--- config.mk ---
export PLATFORM = sky130hd
export DESIGN_NAME = store_merge
export DESIGN_NICKNAME = d
export VERILOG_FILES = /design/src/icache_pkg.sv /design/src/store_merge.sv
export SDC_FILE = /design/constraint.sdc
export NUM_CORES = 1
export LEC_CHECK = 0
export BUFFER_PORTS_ARGS = -buffer_cell sky130_fd_sc_hd__buf_2
export CAP_MARGIN = 20
export CORE_AREA = 2 2 81 83
export DETAILED_ROUTE_END_ITERATION = 6
export DIE_AREA = 0 0 83 85
export GPL_ROUTABILITY_DRIVEN = 0
export MAX_ROUTING_LAYER = met4
export PLACE_DENSITY = 0.73
export SYNTH_ARGS = -nofsm -noshare
export SYNTH_HDL_FRONTEND = slang
export SYNTH_SLANG_ARGS = --single-unit
--- constraint.sdc ---
create_clock -name vclk -period 1.7
set_clock_uncertainty 0.1 [all_clocks]
set_input_delay 0.085 -clock vclk [all_inputs]
set_output_delay 0.085 -clock vclk [all_outputs]
set_load 0.05 [all_outputs]
--- src/icache_pkg.sv ---
`default_nettype none

package icache_pkg;

  // ======================================================================
  // sizes
  // ======================================================================
  localparam int addr_width     = 32;
  localparam int tag_bits       = 22;
  localparam int index_bits     = 6;
  localparam int offset_bits    = 4;
  localparam int word_bits      = 32;

  localparam int words_per_line = 4;
  localparam int bytes_per_line = 16;
  localparam int cache_lines    = 64;

  // ======================================================================
  // address and request types
  // ======================================================================
  typedef struct packed {
    logic [tag_bits-1:0]    tag;
    logic [index_bits-1:0]  index;
    logic [offset_bits-1:0] offset;
  } cache_addr_t;

  typedef enum logic [1:0] {
    size_byte = 2'd0,
    size_half = 2'd1,
    size_word = 2'd2
  } access_size_e;

  typedef struct packed {
    logic                 write;
    access_size_e         size;
    cache_addr_t          addr;
    logic [word_bits-1:0] wdata;
  } core_req_t;

  typedef struct packed {
    logic                  write;
    access_size_e          size;
    logic [addr_width-1:0] addr;
    logic [word_bits-1:0]  wdata;
  } mem_req_t;

  // one line, by word for fills and reads, by byte for store merges
  typedef union packed {
    logic [words_per_line-1:0][word_bits-1:0] words;
    logic [bytes_per_line-1:0][7:0]           bytes;
  } cache_line_u;

  typedef logic [bytes_per_line-1:0] byte_en_t;

endpackage

`default_nettype wire

--- src/store_merge.sv ---
`timescale 1ns/10ps
`default_nettype none

module store_merge (
  input  icache_pkg::core_req_t   store_cmd,
  output icache_pkg::cache_line_u merge_line,
  output icache_pkg::byte_en_t    merge_en
);
  import icache_pkg::*;

  logic [1:0]           word_sel;
  logic [1:0]           byte_sel;
  logic [word_bits-1:0] lane_data;
  logic [3:0]           lane_en;

  assign word_sel = store_cmd.addr.offset[3:2];
  assign byte_sel = store_cmd.addr.offset[1:0];

  // shift into lane position within the word
  always_comb
  begin
    case (store_cmd.size)
      size_byte:
      begin
        lane_data = {24'd0, store_cmd.wdata[7:0]} << {byte_sel, 3'b000};
        lane_en   = 4'b0001 << byte_sel;
      end
      size_half:
      begin
        lane_data = {16'd0, store_cmd.wdata[15:0]} << {byte_sel[1], 4'b0000};
        lane_en   = 4'b0011 << {byte_sel[1], 1'b0};
      end
      default:
      begin
        lane_data = store_cmd.wdata;
        lane_en   = 4'b1111;
      end
    endcase
  end

  // then place the word in the line
  always_comb
  begin
    merge_line                 = '0;
    merge_line.words[word_sel] = lane_data;
    merge_en                   = '0;
    merge_en[{word_sel, 2'b00} +: 4] = lane_en;
  end

endmodule

`default_nettype wire

==> results of run 1 <==
[final timing paths]
check / from / endpoint / slack [ns] / cells after the start
worst max-delay path: store_cmd[65] / merge_line[15] / 0.08 / 6
worst min-delay path: store_cmd[18] / merge_line[18] / 0.49 / 4
[routing by layer]
| metal | share of wire | vias up | global-route usage |
|---|---|---|---|
| li1 | - | 1496 | - |
| met1 | 0.40 | 1453 | 0.278 |
| met2 | 0.50 | 183 | 0.417 |
| met3 | 0.079 | 11 | 0.0175 |
| met4 | 0.014 | 0 | 0.0537 |
| met5 | 0 | - | - |
[where the power goes]
group	switching, W	internal, W
clock network	0	0
registers	0	0
logic	0.000815	0.000257
[cells in the mapped netlist]
cell | count | area, µm²
a211o_1 | 6 | 52.6
a21oi_2 | 1 | 8.76
buf_2 | 4 | 20.0
ha_1 | 4 | 50.1
buf_6 | 6 | 67.6
nor2_1 | 74 | 278
a221oi_2 | 2 | 30.0
inv_2 | 1 | 3.75
and2_1 | 16 | 100
a21o_1 | 1 | 7.51
buf_4 | 11 | 82.6
clkbuf_1 | 19 | 71.3
inv_1 | 4 | 15.0
a32o_1 | 32 | 320
a21oi_1 | 9 | 45.0
nand3_1 | 27 | 135
a311oi_1 | 2 | 17.5
nand2_1 | 67 | 251
nor4b_4 | 1 | 23.8
nand2b_1 | 12 | 75.1
nand3b_1 | 1 | 7.51
nor2b_1 | 2 | 12.5
o21ai_0 | 32 | 160
nand2b_4 | 1 | 13.8
or2_2 | 1 | 6.26
buf_1 | 4 | 15.0
[cells by family after synthesis]
kind of cell / Yosys count
buffers and inverters: 49
AOI/OAI and AO/OA: 85
adders and majority gates: 4
and+or+nand+nor: 202
[layout make-up]
cell class | count | area, µm² | share of cell area
repair buffers | 203 | 1080 | 0.381
well taps | 77 | 96.3 | 0.0341
multi-input cells | 291 | 1640 | 0.579
inverters | 5 | 18.8 | 0.00663
[metrics by stage]
stage | utilization | worst slack, ns
after floorplan | - | -0.296
after global placement | 0.453 | 0.0987
after detailed placement | 0.453 | 0.0431
after CTS | 0.453 | 0.0423
after global routing | 0.456 | 0.000881
final | 0.456 | 0.0775
==> flow_summary_export.csv, run 1 <==
group,metric,value,unit
run_status,status,"complete, no violations",
final_layout,area_growth,51.2,%
final_layout,design.seq.count,0,
yosys,synthAdderAreaFrac,0.0268,
worst_setup_path,crit_path_end_kind,"output port",
die,core,6200,µm²
timing,holdWs,0.495,ns
yosys,synth-simple-area-share,0.483,
routing,antenna_left,0,
final_layout,final_nets,572,
clock_tree,cts_resized,0,
placement,dp_hpwl,6940,µm
worst_setup_path,path_cells,"buf_2 -> buf_4 -> a21o_1 -> buf_4 -> a32o_1 -> buf_2",
final_layout,layout_common_cells,"buf_2 (180), nor2_1 (70), nand2_1 (67)",
hold_path,hp-class,"in2out",
yosys,muxShareOfSynthArea,0,
timing,worstMarginPinSlew,0.378,ns
placement,io_buffers,182,
routing,dr.first_iter.drc_count,174,
worst_setup_path,cpMaxStageDelayCell,"buf_4",
yosys,synth_fp_nets,411,
worst_setup_path,critPathKind,"in2out",
worst_setup_path,cpPeakStageDelay,0.30,ns
routing,viasPerCell,5.46,
worst_setup_path,crit_buf_inv,4,
timing,fin_tns_setup,0,ns
power,ir_worst_vdd,0.176,mV
yosys,synthXorXnorAreaFrac,0,
die,ioPinCount,211,
routing,drt_first_pass_iters,6,
final_layout,layout_commonest_cell,"buf_2",
die,start_util,0.301,
yosys,yosysSeqAreaShare,0,
routing,drc_errors,0,
final_layout,fin_area,2830,µm²
routing,routedWlPerCell,15.2,µm
yosys,yosysWarnings,0,
final_layout,register_area,0,µm²
power,total_power,0.00107,W
routing,vias,3143,
grt,grt_pass1_wl,13400,µm
grt,track_usage,0.230,
worst_setup_path,crit_family,"buffers and inverters",
timing,max_slew_margin,0.748,
timing,min_period,1.62,ns
yosys,synth_cell_type_count,26,
grt,grt.overflow.total,0,
timing,hold_viol,0,
worst_setup_path,cp.required,1.51,ns
yosys,synth-compound-area-share,0.343,
timing,max_freq,616,MHz
routing,routed_wl,8760,µm
final_layout,clkbuf_count,0,
final_layout,diodes,0,
yosys,avgSynthCellArea,5.50,µm²
clock_tree,hold_buffers,0,
clock_tree,post_cts_buffers,0,
die,rows,29,
timing,rsz0062_at_grt,"false",
die,fp.dieH,85,µm
final_layout,n_fill_cell,650,
yosys,synth_area,1870,µm²
timing,finalMaxSlewViolations,0,
grt,grt_pass1_vias,2826,
die,die-area,7060,µm²
flow_run,drv_cap,0,
final_layout,layout.cells.non_filler,576,
placement,place_inst,576,
power,p_per_area,379,nW/µm²
worst_setup_path,critical_path.max_fanout,32,
timing,setup_viol,0,
worst_setup_path,cp.arrival,1.44,ns
grt,grt_max_degree,37,
grt,antenna_found_initial,0,
die,die_w,83,µm
placement,postPlaceCellArea,2810,µm²
worst_setup_path,critPathLaunchType,"primary input",
final_layout,drive_gt1_frac,0.455,
yosys,synth_top_family_by_area,"simple AND/OR/NAND/NOR gates",
yosys,syn_inst,340,
timing,fin_crit_sh,0.954,
power,leakagePower,1.65,nW
No activity file was read; power rests on OpenSTA's default activity.
==> run 2: changes to the inputs <==
--- a/config.mk
+++ b/config.mk
@@ -7,12 +7,14 @@
 export LEC_CHECK = 0
 export BUFFER_PORTS_ARGS = -buffer_cell sky130_fd_sc_hd__buf_2
 export CAP_MARGIN = 20
-export CORE_AREA = 2 2 81 83
+export CELL_PAD_IN_SITES_DETAIL_PLACEMENT = 1
+export CELL_PAD_IN_SITES_GLOBAL_PLACEMENT = 2
+export CORE_MARGIN = 2
+export CORE_UTILIZATION = 15
 export DETAILED_ROUTE_END_ITERATION = 6
-export DIE_AREA = 0 0 83 85
 export GPL_ROUTABILITY_DRIVEN = 0
 export MAX_ROUTING_LAYER = met4
-export PLACE_DENSITY = 0.73
+export PLACE_DENSITY_LB_ADDON = 0.1
 export SYNTH_ARGS = -nofsm -noshare
 export SYNTH_HDL_FRONTEND = slang
 export SYNTH_SLANG_ARGS = --single-unit
==> run 2 against run 1 <==
Compared with the run above:
- sequential share of layout area is the same
- cell area grew 8.3%
- via count shrank 2.3%
- final cell count grew 17%
- die area grew 90%
- critical endpoint is now merge_line[71]
- largest cell class unchanged
- highest routed layer unchanged
==> flow_summary_export.csv, run 2 (same netlist as run 1, synthesis figures left out) <==
group,metric,value,unit
die,fp.dieH,116,µm
power,p_per_area,369,nW/µm²
worst_setup_path,crit_path_end_kind,"output port",
routing,dr.first_iter.drc_count,124,
timing,max_slew_margin,0.698,
clock_tree,post_cts_buffers,0,
die,die-area,13400,µm²
routing,drc_errors,0,
final_layout,diodes,0,
die,rows,40,
timing,hold_viol,0,
placement,place_inst,674,
power,ir_worst_vdd,0.103,mV
final_layout,layout.cells.non_filler,674,
power,leakagePower,1.69,nW
timing,min_period,1.61,ns
worst_setup_path,critical_path.max_fanout,12,
placement,io_buffers,182,
timing,finalMaxSlewViolations,0,
worst_setup_path,cp.arrival,1.43,ns
placement,pre_cts_ws,-0.0879,ns
timing,fin_ws,0.0858,ns
routing,vias,3071,
die,start_util,0.154,
timing,rsz0062_at_grt,"true",
die,die_w,116,µm
grt,grt_pass1_wl,17800,µm
final_layout,area_growth,63.7,%
worst_setup_path,cp.required,1.51,ns
worst_setup_path,critPathLaunchType,"primary input",
final_layout,fin_area,3060,µm²
die,ioPinCount,211,
routing,viasPerCell,4.56,
final_layout,final_nets,579,
run_status,status,"complete, no violations",
final_layout,layout_common_cells,"buf_2 (172), nor2_1 (70), nand2_1 (67)",
final_layout,clkbuf_count,0,
final_layout,design.seq.count,0,
grt,antenna_found_initial,0,
hold_path,hp-class,"in2out",
routing,routedWlPerCell,17.9,µm
worst_setup_path,critPathKind,"in2out",
final_layout,layout_commonest_cell,"buf_2",
timing,setup_viol,0,
grt,grt_pass1_vias,3145,
final_layout,drive_gt1_frac,0.460,
final_layout,register_area,0,µm²
grt,grt_max_degree,37,
timing,worstMarginPinSlew,0.453,ns
grt,track_usage,0.173,
grt,grt.overflow.total,0,
flow_run,drv_cap,0,
placement,dp_hpwl,9540,µm
routing,antenna_left,0,
timing,fin_crit_sh,0.950,
routing,routed_wl,12100,µm
placement,postPlaceCellArea,3030,µm²
clock_tree,hold_buffers,0,
hold_path,hold_depth,4,
routing,drt_first_pass_iters,4,
die,core,12100,µm²
timing,max_freq,619,MHz
==> run 2: cell count changes in the layout (fill, tap and decap cells not counted) <==
cell | previous run | this run
and2_1 | 9 | 12
and2_2 | 7 | 4
buf_12 | 0 | 4
buf_2 | 180 | 172
buf_4 | 20 | 24
buf_6 | 1 | 0
clkbuf_4 | 2 | 10
ha_1 | 4 | 2
ha_2 | 0 | 2
==> run 2: what timing repair did <==
item / in CTS / in global routing
endpoints found under the hold margin: 0 / 0
cloned: 0 / 0
setup endpoints to repair: 21 / 29
gates resized for setup: 3 / 13
==> run 2: area by class of cell <==
type / count / area (µm²)
Fill cell: 1625 / 9050
Inverter: 5 / 18.8
Multi-Input combinational cell: 291 / 1640
Tap cell: 168 / 210
Timing Repair Buffer: 210 / 1200
==> run 2: metal layers <==
layer / vias to the layer above / track usage / share of wire / wire (µm)
met1: 1444 / 0.228 / 0.46 / 5510
li1: 1505 / - / - / -
met4: 0 / 0.0151 / 0.0045 / 54
met3: 4 / 0.0152 / 0.060 / 727
met2: 118 / 0.300 / 0.48 / 5800
met5: - / - / 0 / 0
==> run 2: worst max-delay path, stage by stage <==
cell     delay [ns]
buf_2          0.14
inv_1          0.12
ha_2           0.32
buf_4          0.25
nand2_1        0.10
nor2_1         0.13
buf_2          0.28
==> run 2: worst paths after layout <==
check,end,start
hold / removal,merge_line[18],store_cmd[18]
setup / recovery,merge_line[71],store_cmd[34]
==> run 2: power breakdown <==
part           internal, W  total (W)  switching, W  leakage [nW]
Clock                    0          0             0             0
Combinational     0.000278    0.00113      0.000853          1.69
Sequential               0          0             0             0
==> run 2: through the flow <==
stage                      util  setup TNS [ns]  total power (W)  hold slack, ns
after floorplan               -           -3.88         0.000803           0.289
after global placement    0.250          -0.344          0.00113           0.515
after detailed placement  0.250          -0.783          0.00114           0.518
after CTS                 0.251               0          0.00114           0.520
after global routing      0.253         -0.0384          0.00120           0.535
final                     0.253               0          0.00113           0.510
