==> src/icache_pkg.sv <==
`default_nettype none

package icache_pkg;

  // ======================================================================
  // sizes
  // ======================================================================
  localparam int addr_width     = 32;
  localparam int tag_bits       = 22;
  localparam int index_bits     = 6;
  localparam int offset_bits    = 4;
  localparam int word_bits      = 32;

  localparam int words_per_line = 4;
  localparam int bytes_per_line = 16;
  localparam int cache_lines    = 64;

  // ======================================================================
  // address and request types
  // ======================================================================
  typedef struct packed {
    logic [tag_bits-1:0]    tag;
    logic [index_bits-1:0]  index;
    logic [offset_bits-1:0] offset;
  } cache_addr_t;

  typedef enum logic [1:0] {
    size_byte = 2'd0,
    size_half = 2'd1,
    size_word = 2'd2
  } access_size_e;

  typedef struct packed {
    logic                 write;
    access_size_e         size;
    cache_addr_t          addr;
    logic [word_bits-1:0] wdata;
  } core_req_t;

  typedef struct packed {
    logic                  write;
    access_size_e          size;
    logic [addr_width-1:0] addr;
    logic [word_bits-1:0]  wdata;
  } mem_req_t;

  // one line, by word for fills and reads, by byte for store merges
  typedef union packed {
    logic [words_per_line-1:0][word_bits-1:0] words;
    logic [bytes_per_line-1:0][7:0]           bytes;
  } cache_line_u;

  typedef logic [bytes_per_line-1:0] byte_en_t;

endpackage

`default_nettype wire

==> src/icache_ctrl.sv <==
`timescale 1ns/10ps
`default_nettype none

module icache_ctrl (
  input  logic                                clk,
  input  logic                                rst,
  input  logic                                core_req,
  input  icache_pkg::core_req_t               core_cmd,
  input  logic                                mem_wait,
  input  logic [icache_pkg::word_bits-1:0]    mem_rdata,
  input  logic                                hit,
  input  icache_pkg::cache_line_u             rd_line,
  input  icache_pkg::cache_line_u             merge_line,
  input  icache_pkg::byte_en_t                merge_en,
  output logic                                core_wait,
  output logic [icache_pkg::word_bits-1:0]    core_rdata,
  output logic                                mem_req,
  output icache_pkg::mem_req_t                mem_cmd,
  output logic [icache_pkg::index_bits-1:0]   lookup_index,
  output logic                                tag_write,
  output logic [icache_pkg::tag_bits-1:0]     tag_value,
  output icache_pkg::byte_en_t                data_write_en,
  output icache_pkg::cache_line_u             data_line,
  output icache_pkg::core_req_t               store_cmd
);
  import icache_pkg::*;

  typedef enum logic [2:0] {
    st_idle,
    st_lookup,
    st_fill,
    st_line,
    st_write,
    st_done
  } state_e;

  state_e               state;
  state_e               state_next;
  core_req_t            req_q;
  logic                 hit_q;
  logic [1:0]           beat_q;
  cache_line_u          fill_line;
  logic [word_bits-1:0] rdata_q;
  logic                 beat_done;
  logic [1:0]           word_sel;

  assign word_sel  = req_q.addr.offset[offset_bits-1 -: 2];
  assign beat_done = mem_req && !mem_wait;

  // ======================================================================
  // state machine
  // ======================================================================
  always_ff @(posedge clk or posedge rst)
  begin
    if (rst)
      state <= st_idle;
    else
      state <= state_next;
  end

  always_comb
  begin
    state_next = state;
    case (state)
      st_idle:
        if (core_req)
          state_next = st_lookup;
      st_lookup:
      begin
        // writes always go through, hit or not
        if (req_q.write)
          state_next = st_write;
        else if (hit)
          state_next = st_done;
        else
          state_next = st_fill;
      end
      st_fill:
        if (beat_done && beat_q == 2'(words_per_line - 1))
          state_next = st_line;
      st_line:
        state_next = st_done;
      st_write:
        if (beat_done)
          state_next = st_done;
      st_done:
        state_next = st_idle;
      default:
        state_next = st_idle;
    endcase
  end

  // ======================================================================
  // request, hit and fill registers
  // ======================================================================
  always_ff @(posedge clk or posedge rst)
  begin
    if (rst)
    begin
      hit_q  <= 1'b0;
      beat_q <= '0;
    end
    else
    begin
      if (state == st_lookup)
      begin
        hit_q  <= hit;
        beat_q <= '0;
      end
      else if (state == st_fill && beat_done)
        beat_q <= beat_q + 2'd1;
    end
  end

  always_ff @(posedge clk)
  begin
    if (state == st_idle && core_req)
      req_q <= core_cmd;
    if (state == st_fill && beat_done)
      fill_line.words[beat_q] <= mem_rdata;
    // requested word, from the array on a hit or the gathered line
    if (state == st_lookup && hit)
      rdata_q <= rd_line.words[word_sel];
    else if (state == st_line)
      rdata_q <= fill_line.words[word_sel];
  end

  // ======================================================================
  // outputs
  // ======================================================================
  assign core_wait  = core_req && (state != st_done);
  assign core_rdata = rdata_q;

  assign mem_req = (state == st_fill) || (state == st_write);

  always_comb
  begin
    mem_cmd.write = (state == st_write);
    mem_cmd.wdata = req_q.wdata;
    if (state == st_write)
    begin
      mem_cmd.size = req_q.size;
      mem_cmd.addr = req_q.addr;
    end
    else
    begin
      // fill beats walk the line one word at a time
      mem_cmd.size = size_word;
      mem_cmd.addr = {req_q.addr.tag, req_q.addr.index, beat_q, 2'b00};
    end
  end

  // a new request reads the arrays while still in idle
  assign lookup_index = (state == st_idle) ? core_cmd.addr.index : req_q.addr.index;
  assign tag_write    = (state == st_line);
  assign tag_value    = req_q.addr.tag;
  assign store_cmd    = req_q;

  always_comb
  begin
    data_write_en = '0;
    data_line     = fill_line;
    if (state == st_line)
      data_write_en = '1;
    else if (state == st_write && beat_done && hit_q)
    begin
      data_write_en = merge_en;
      data_line     = merge_line;
    end
  end

endmodule

`default_nettype wire

==> config.mk <==
export PLATFORM = sky130hd
export DESIGN_NAME = icache_ctrl
export DESIGN_NICKNAME = d
export VERILOG_FILES = /design/src/icache_pkg.sv /design/src/icache_ctrl.sv
export SDC_FILE = /design/constraint.sdc
export NUM_CORES = 1
export LEC_CHECK = 0
export ABC_AREA = 1
export BUFFER_PORTS_ARGS = -buffer_cell sky130_fd_sc_hd__buf_2
export CAP_MARGIN = 20
export CORE_AREA = 2 2 278 280
export CTS_BUF_LIST = sky130_fd_sc_hd__clkbuf_16
export CTS_CLUSTER_DIAMETER = 200
export DETAILED_ROUTE_END_ITERATION = 16
export DIE_AREA = 0 0 280 282
export MAX_ROUTING_LAYER = met4
export PLACE_DENSITY = 0.43
export SLEW_MARGIN = 10
export SYNTH_ARGS = -nofsm -noshare
export SYNTH_HDL_FRONTEND = slang
export SYNTH_SLANG_ARGS = --single-unit
==> constraint.sdc <==
create_clock -name clk -period 4.2 [get_ports clk]
set_input_delay 0.21 -clock clk [delete_from_list [all_inputs] [get_ports clk]]
set_output_delay 0.21 -clock clk [all_outputs]
set_load 0.02 [all_outputs]
==> out/results.txt, run 1 <==
Status: finished clean
Hold Path Depth: 5
Post-Synth Simple-Gate Area: 0.186
Final ANT Viol Nets: 0
Maximum fanout along the worst path: 92
CP arrival: 3090 ps
Critical register-to-register path startpoint: store_cmd[34]$_DFFE_PP_
Leak: 9.01 nW
DR vias/cell: 3.78
CTS Sinks: 233
Hold WS: 46.5 ps
IO Count: 717
DR vias: 11996
Tightest Pin Transition: 1020 ps
Dpl hpwl: 45700 microns
Syn avg cell area: 8.54 sq um
Fin crit share: 0.787
Fmax: 0.303 GHz
Root Buffer: clkbuf_16
Fill cells: 8418
Worst R2R End: core_rdata[27]$_DFFE_PP_
Setup Fix Bufs, Post-CTS: 0
Syn. warnings: 0
Share of cells above drive strength 1: 0.365
Count of different cell masters after synthesis: 24
Mapped Area: 0.0124 sq mm
Minimum clock period: 3300 ps
Die footprint: 0.0790 sq mm
Crit path launch type: register
WHS Endpoint: core_rdata[2]$_DFFE_PP_
Layout area overhead: 49.3%
RSZ-0062 raised after global routing: no
Register bit total from synthesis: 233
Worst skew pair latency: 610 ps
H-tree depth: 1
Non-filler cells, final: 3170
Setup crit end kind: output port
Vias in the first global route: 11669
Final #Nets: 2547
Largest net degree at the start of global routing: 130
PortBufs: 716
First-pass GRT wire length: 81600 microns
DRT Pass-1 Iters: 5
Initial DRC Count: 696
Register clock-pin slew on the reported worst setup and hold paths: 60 ps
Post-Synth Adder-Cell Area: 0.00404
GRT Util Overall: 0.146
Multi-input gate area: 0.00381 sq mm
Die X: 280 microns
RD Place Congestion: 0.891
Post-Route WL: 59900 microns
Beginning of the worst hold path: rd_line[34]
Initial cell density of the core: 0.164
Hold Violations, Final: 0
Worst VDD drop: 289 uV
Hold-fix buffers at CTS: 109
Clock Tree Buf Depth: 3
Post-synthesis mux area share: 0
Largest family of logic cells by synthesized area: simple AND/OR/NAND/NOR gates
Total CTS buffers: 30
Reg2reg path depth: 5
Post-route setup TNS: 0 ps
Die Height: 282 microns
Seq. cell area: 0.00697 sq mm
# resized after CTS: 0
Global route total overflow: 0
Initial antenna violation count: 4
Per-cell routed wire length: 18.9 microns
Worst hold path type: input port to register
Layout Skew: 46.1 ps
Drt drc: 0
Max Cap Viol: 0
Max transition margin: 0.317
Required @ worst endpoint: 3990 ps
CTS tree: built
Complex-gate fraction of the synthesized area: 0.114
Core area: 0.0757 sq mm
R2R Setup Slk: 1610 ps
Synthesized net count: 1832
Post-synthesis cell count: 1452
FP Rows: 101
# setup viols final: 0
Sequential fraction of the synthesis area: 0.562
Type of the worst setup path: register to output port
Post-Place Cells: 3004
Xor/xnor share of the synthesized area: 0
Pwr dens: 494 mW/mm^2
Slew Limit Fails: 0
[cell type report]
class                           count  area share
Sequential cell                   233       0.376
Multi-Input combinational cell    887       0.206
Clock buffer                       30      0.0405
Antenna cell                        3    0.000405
Inverter                          170      0.0346
Timing Repair Buffer              845       0.263
Clock inverter                     24      0.0130
Tap cell                          978      0.0661
[synthesized netlist by cell type]
| master | instances | area (sq um) |
|---|---|---|
| clkinv_1 | 1 | 3.75 |
| nor3_1 | 1 | 5.00 |
| nand2_2 | 1 | 6.26 |
| clkbuf_1 | 38 | 143 |
| nand2_1 | 416 | 1560 |
| o21ai_2 | 4 | 35.0 |
| nor2_4 | 1 | 11.3 |
| inv_2 | 2 | 7.51 |
| buf_6 | 10 | 113 |
| nor2_2 | 1 | 6.26 |
| inv_1 | 167 | 627 |
| dfrtp_1 | 6 | 150 |
| o21ai_1 | 90 | 450 |
| ha_1 | 4 | 50.1 |
| nand3_2 | 1 | 10.0 |
| buf_4 | 86 | 646 |
| buf_2 | 24 | 120 |
| or2_2 | 1 | 6.26 |
| buf_1 | 4 | 15.0 |
| nand3_1 | 9 | 45.0 |
| a21oi_1 | 2 | 10.0 |
| o21ai_0 | 183 | 916 |
| edfxtp_1 | 227 | 6820 |
| nor2_1 | 173 | 649 |
[worst max-delay path by stage]
stage,depth (start not counted),from,to,slack (ps)
3_3_place_gp,5,state[1]$_DFFE_PP0P_,fill_line[33]$_DFFE_PP_,1470
6_report,7,state[1]$_DFFE_PP0P_,data_line[18],900
5_1_grt,7,state[1]$_DFFE_PP0P_,data_line[38],610
4_1_cts,7,state[1]$_DFFE_PP0P_,data_line[31],800
3_5_place_dp,7,state[1]$_DFFE_PP0P_,data_line[31],1450
2_1_floorplan,3,state[1]$_DFFE_PP0P_,mem_cmd[0]$_DFFE_PP_,130
[cells in the final DEF, fill, tap and decap left out]
master	netlist	layout
buf_12	0	4
o21ai_0	183	183
buf_4	86	16
nor2_2	1	1
clkinv_1	1	9
inv_2	2	2
nand3_1	9	9
edfxtp_1	227	227
nor2_1	173	168
inv_1	167	168
dfrtp_1	6	6
nand2_2	1	3
bufinv_16	0	4
nor3_1	1	1
ha_1	4	4
buf_2	24	716
nand3_4	0	1
o21ai_1	90	90
nand2_1	416	414
a21oi_1	2	2
clkbuf_16	0	30
clkinv_8	0	1
or2_2	1	1
clkinv_4	0	4
nor2_4	1	6
dlygate4sd3_1	0	109
o21ai_2	4	4
inv_4	0	1
clkinv_2	0	2
clkinvlp_4	0	3
diode_2	0	3
[metrics by stage]
step / utilization / worst slack [ps] / total power, W / instance area, sq um
after floorplan: - / 126 / 0.00521 / 12400
after global placement: 0.217 / 1470 / 0.00656 / 16400
after detailed placement: 0.217 / 1450 / 0.00654 / 16400
after CTS: 0.245 / 800 / 0.00933 / 18500
after global routing: 0.245 / 613 / 0.00968 / 18500
final: 0.245 / 896 / 0.00915 / 18500
[critical path: stages (launching register included)]
cell	delay, ps
dfrtp_1	400
nor2_4	240
nand2_2	190
inv_2	120
nand3_4	510
buf_12	440
o21ai_0	270
buf_2	200
[sequential cells by signal (all words and copies together) (netlist names)]
signal	flops
store_cmd	13
core_rdata	32
mem_cmd	32
fill_line	128
state	3
beat_q	2
tag_value	22
hit_q	1
[cell families after synthesis]
| kind of cell | after synthesis |
|---|---|
| AOI/OAI and AO/OA | 279 |
| DFF | 233 |
| and+or+nand+nor | 604 |
| buffers and inverters | 332 |
| adders and majority gates | 4 |
[routing by layer]
layer	global-route usage	vias up	wire length, microns
met5	-	-	0
met2	0.216	347	26300
li1	-	6028	-
met1	0.207	5566	29200
met4	0.0282	0	1060
met3	0.0290	55	3310
[power breakdown]
part	leakage, nW	internal [W]	total (W)	switching (W)
registers	2.15	0.00297	0.00318	0.000214
logic	6.38	0.000970	0.00333	0.00236
clock network	0.481	0.00154	0.00263	0.00109
(Power assumes the default switching activity.)
==> inputs of run 2 (changes only) <==
==> constraint.sdc (replaced) <==
create_clock -name clk -period 2.8 [get_ports clk]
set_input_delay 0.14 -clock clk [delete_from_list [all_inputs] [get_ports clk]]
set_output_delay 0.14 -clock clk [all_outputs]
set_load 0.02 [all_outputs]
==> out/results.txt, run 2 (same netlist as run 1, synthesis figures left out) <==
Status: finished clean (unchanged)
IO Count: 717 (unchanged)
Pwr dens: 742 mW/mm^2 (was 494 mW/mm^2)
Worst skew pair latency: 610 ps (about the same)
Core area: 0.0757 sq mm (unchanged)
Total CTS buffers: 31 (was 30)
Vias in the first global route: 12342 (was 11669)
Slew Limit Fails: 0 (unchanged)
Worst VDD drop: 466 uV (was 289 uV)
DR vias: 12516 (was 11996)
Fmax: 0.380 GHz
GRT Util Overall: 0.154 (was 0.146)
Leak: 9.32 nW (was 9.01 nW)
Setup crit end kind: output port (unchanged)
Max Cap Viol: 0 (unchanged)
Overall power after layout: 0.0143 W (was 0.00915 W)
Share of cells above drive strength 1: 0.364 (was 0.365)
CTS Sinks: 233 (unchanged)
Internal power: 0.00858 W (was 0.00548 W)
Layout area overhead: 55.0% (was 49.3%)
Dpl hpwl: 48000 microns (was 45700 microns)
H-tree depth: 1 (unchanged)
Final #Nets: 2606 (was 2547)
Root Buffer: clkbuf_16 (unchanged)
Type of the worst setup path: register to output port (unchanged)
Drt drc: 0 (unchanged)
Switching pwr: 0.00568 W (was 0.00367 W)
Hold Violations, Final: 0 (unchanged)
RSZ-0062 raised after global routing: no (unchanged)
Hold WS: 20.9 ps (was 46.5 ps)
Minimum clock period: 2630 ps
Post-route setup TNS: 0 ps (unchanged)
Crit path launch type: register (unchanged)
# setup viols final: 0 (unchanged)
Register share of total power: 0.334 (was 0.348)
Slowest stage delay, CP: 400 ps (was 510 ps)
Post-Route WL: 62300 microns (was 59900 microns)
Setup Fix Bufs, Post-CTS: 0 (unchanged)
Maximum fanout along the worst path: 24 (was 92)
Commonest non-fill, non-tap cells in the layout: 716 x buf_2, 414 x nand2_1, 227 x edfxtp_1 (unchanged)
Most common cell after layout, fill and taps aside: buf_2 (unchanged)
First-pass GRT wire length: 85600 microns (was 81600 microns)
RD Place Congestion: 0.915 (was 0.891)
Die X: 280 microns (unchanged)
CTS tree: built (unchanged)
Layout Skew: 16.7 ps (was 46.1 ps)
Fin crit share: 0.939
FP Rows: 101 (unchanged)
Cell mode on critical path: buf_12
Sw Ratio: 0.398 (was 0.401)
CP arrival: 2490 ps (was 3090 ps)
Combinational power share: 0.372 (was 0.364)
Largest net degree at the start of global routing: 130 (unchanged)
Max transition margin: 0.376 (was 0.317)
Global route total overflow: 0 (unchanged)
Worst hold path type: input port to register (unchanged)
Required @ worst endpoint: 2660 ps (was 3990 ps)
DR vias/cell: 3.87 (was 3.78)
Initial DRC Count: 765 (was 696)
Initial antenna violation count: 7 (was 4)
Max FFs per register: 128 (unchanged)
DRT Pass-1 Iters: 5 (unchanged)
Initial cell density of the core: 0.164 (unchanged)
Per-cell routed wire length: 19.3 microns (was 18.9 microns)
Tightest Pin Transition: 937 ps (was 1020 ps)
Register clock-pin slew on the reported worst setup and hold paths: 60 ps (about the same)
Critical-path top delay cell: dfrtp_1 (was nand3_4)
Die Height: 282 microns (unchanged)
Die footprint: 0.0790 sq mm (unchanged)
PortBufs: 716 (unchanged)
Critical Path, Cell by Cell: nor2_4 -> nand2_2 -> inv_2 -> nand3_4 -> buf_12 -> buf_12 -> nand2_1 -> o21ai_1 -> buf_2 (was nor2_4 -> nand2_2 -> inv_2 -> nand3_4 -> buf_12 -> o21ai_0 -> buf_2)
R2R Setup Slk: 340 ps (was 1610 ps)
Final ANT Viol Nets: 0 (unchanged)
Clock Tree Buf Depth: 3 (unchanged)
Clk pwr share: 0.293 (was 0.288)
-- run 2: changes by cell type in the layout (fill, tap and decap cells not counted), moves of 2 or more --
cell / previous run / this run
buf_4: 16 / 25
o21ai_0: 183 / 181
buf_12: 4 / 12
diode_2: 3 / 6
inv_1: 168 / 170
dlygate4sd3_1: 109 / 150
inv_6: 0 / 2
clkinv_4: 4 / 1
-- run 2: final timing paths --
check                      cells past startpoint                       end                    start
setup / recovery                               9             data_line[62]     state[1]$_DFFE_PP0P_
hold / removal                                 5  core_rdata[26]$_DFFE_PP_              rd_line[58]
setup reg to reg                               9   core_rdata[3]$_DFFE_PP_  store_cmd[35]$_DFFE_PP_
hold reg to reg                                2         hit_q$_DFFE_PP0P_        hit_q$_DFFE_PP0P_
max in group asynchronous                      4      state[0]$_DFFE_PP0P_                      rst
min in group asynchronous                      4         hit_q$_DFFE_PP0P_                      rst
-- run 2: per-layer routing --
| layer | up-vias | routed length (microns) | global-route usage |
|---|---|---|---|
| met1 | 5849 | 30000 | 0.218 |
| li1 | 6158 | - | - |
| met5 | - | 0 | - |
| met2 | 453 | 26900 | 0.221 |
| met3 | 56 | 4440 | 0.0354 |
| met4 | 0 | 1060 | 0.0303 |
-- run 2: metrics by stage --
step           cell area (sq um)  std cells   util  worst slack (ps)
2_1_floorplan              12400       1452      -               234
3_5_place_dp               16700       3021  0.220               674
5_1_grt                    19200       3233  0.254              28.7
3_3_place_gp               16700       3021  0.220               681
6_report                   19200       3233  0.254               171
4_1_cts                    19200       3227  0.254              84.5
-- run 2: repair_timing --
item	4_1_cts	5_1_grt
setup endpoints to repair	1	2
hold endpoints to repair	229	0
hold buffers	150	0
resized for setup	1	2
-- run 2: cell type report --
class	instances	area [sq um]
Clock inverter	25	270
Clock buffer	31	776
Timing Repair Buffer	903	5510
Antenna cell	6	15.0
Tap cell	978	1220
Inverter	170	641
Multi-Input combinational cell	887	3820
Sequential cell	233	6970
Fill cell	8302	56500
-- run 2: power groups by stage --
stage          clock network, W  registers, W  logic (W)
2_1_floorplan                 0       0.00511    0.00269
3_5_place_dp                  0       0.00483    0.00513
4_1_cts                 0.00437       0.00476    0.00542
5_1_grt                 0.00446       0.00481    0.00581
3_3_place_gp                  0       0.00485    0.00513
6_report                0.00418       0.00477    0.00531
-- run 2: critical path: cells and delay by family (launching register included) --
kind                   cells  cell delay, ps
buffers and inverters      4             710
AND/OR/NAND/NOR            4             650
flip-flops                 1             400
AO/OA/AOI/OAI              1              90
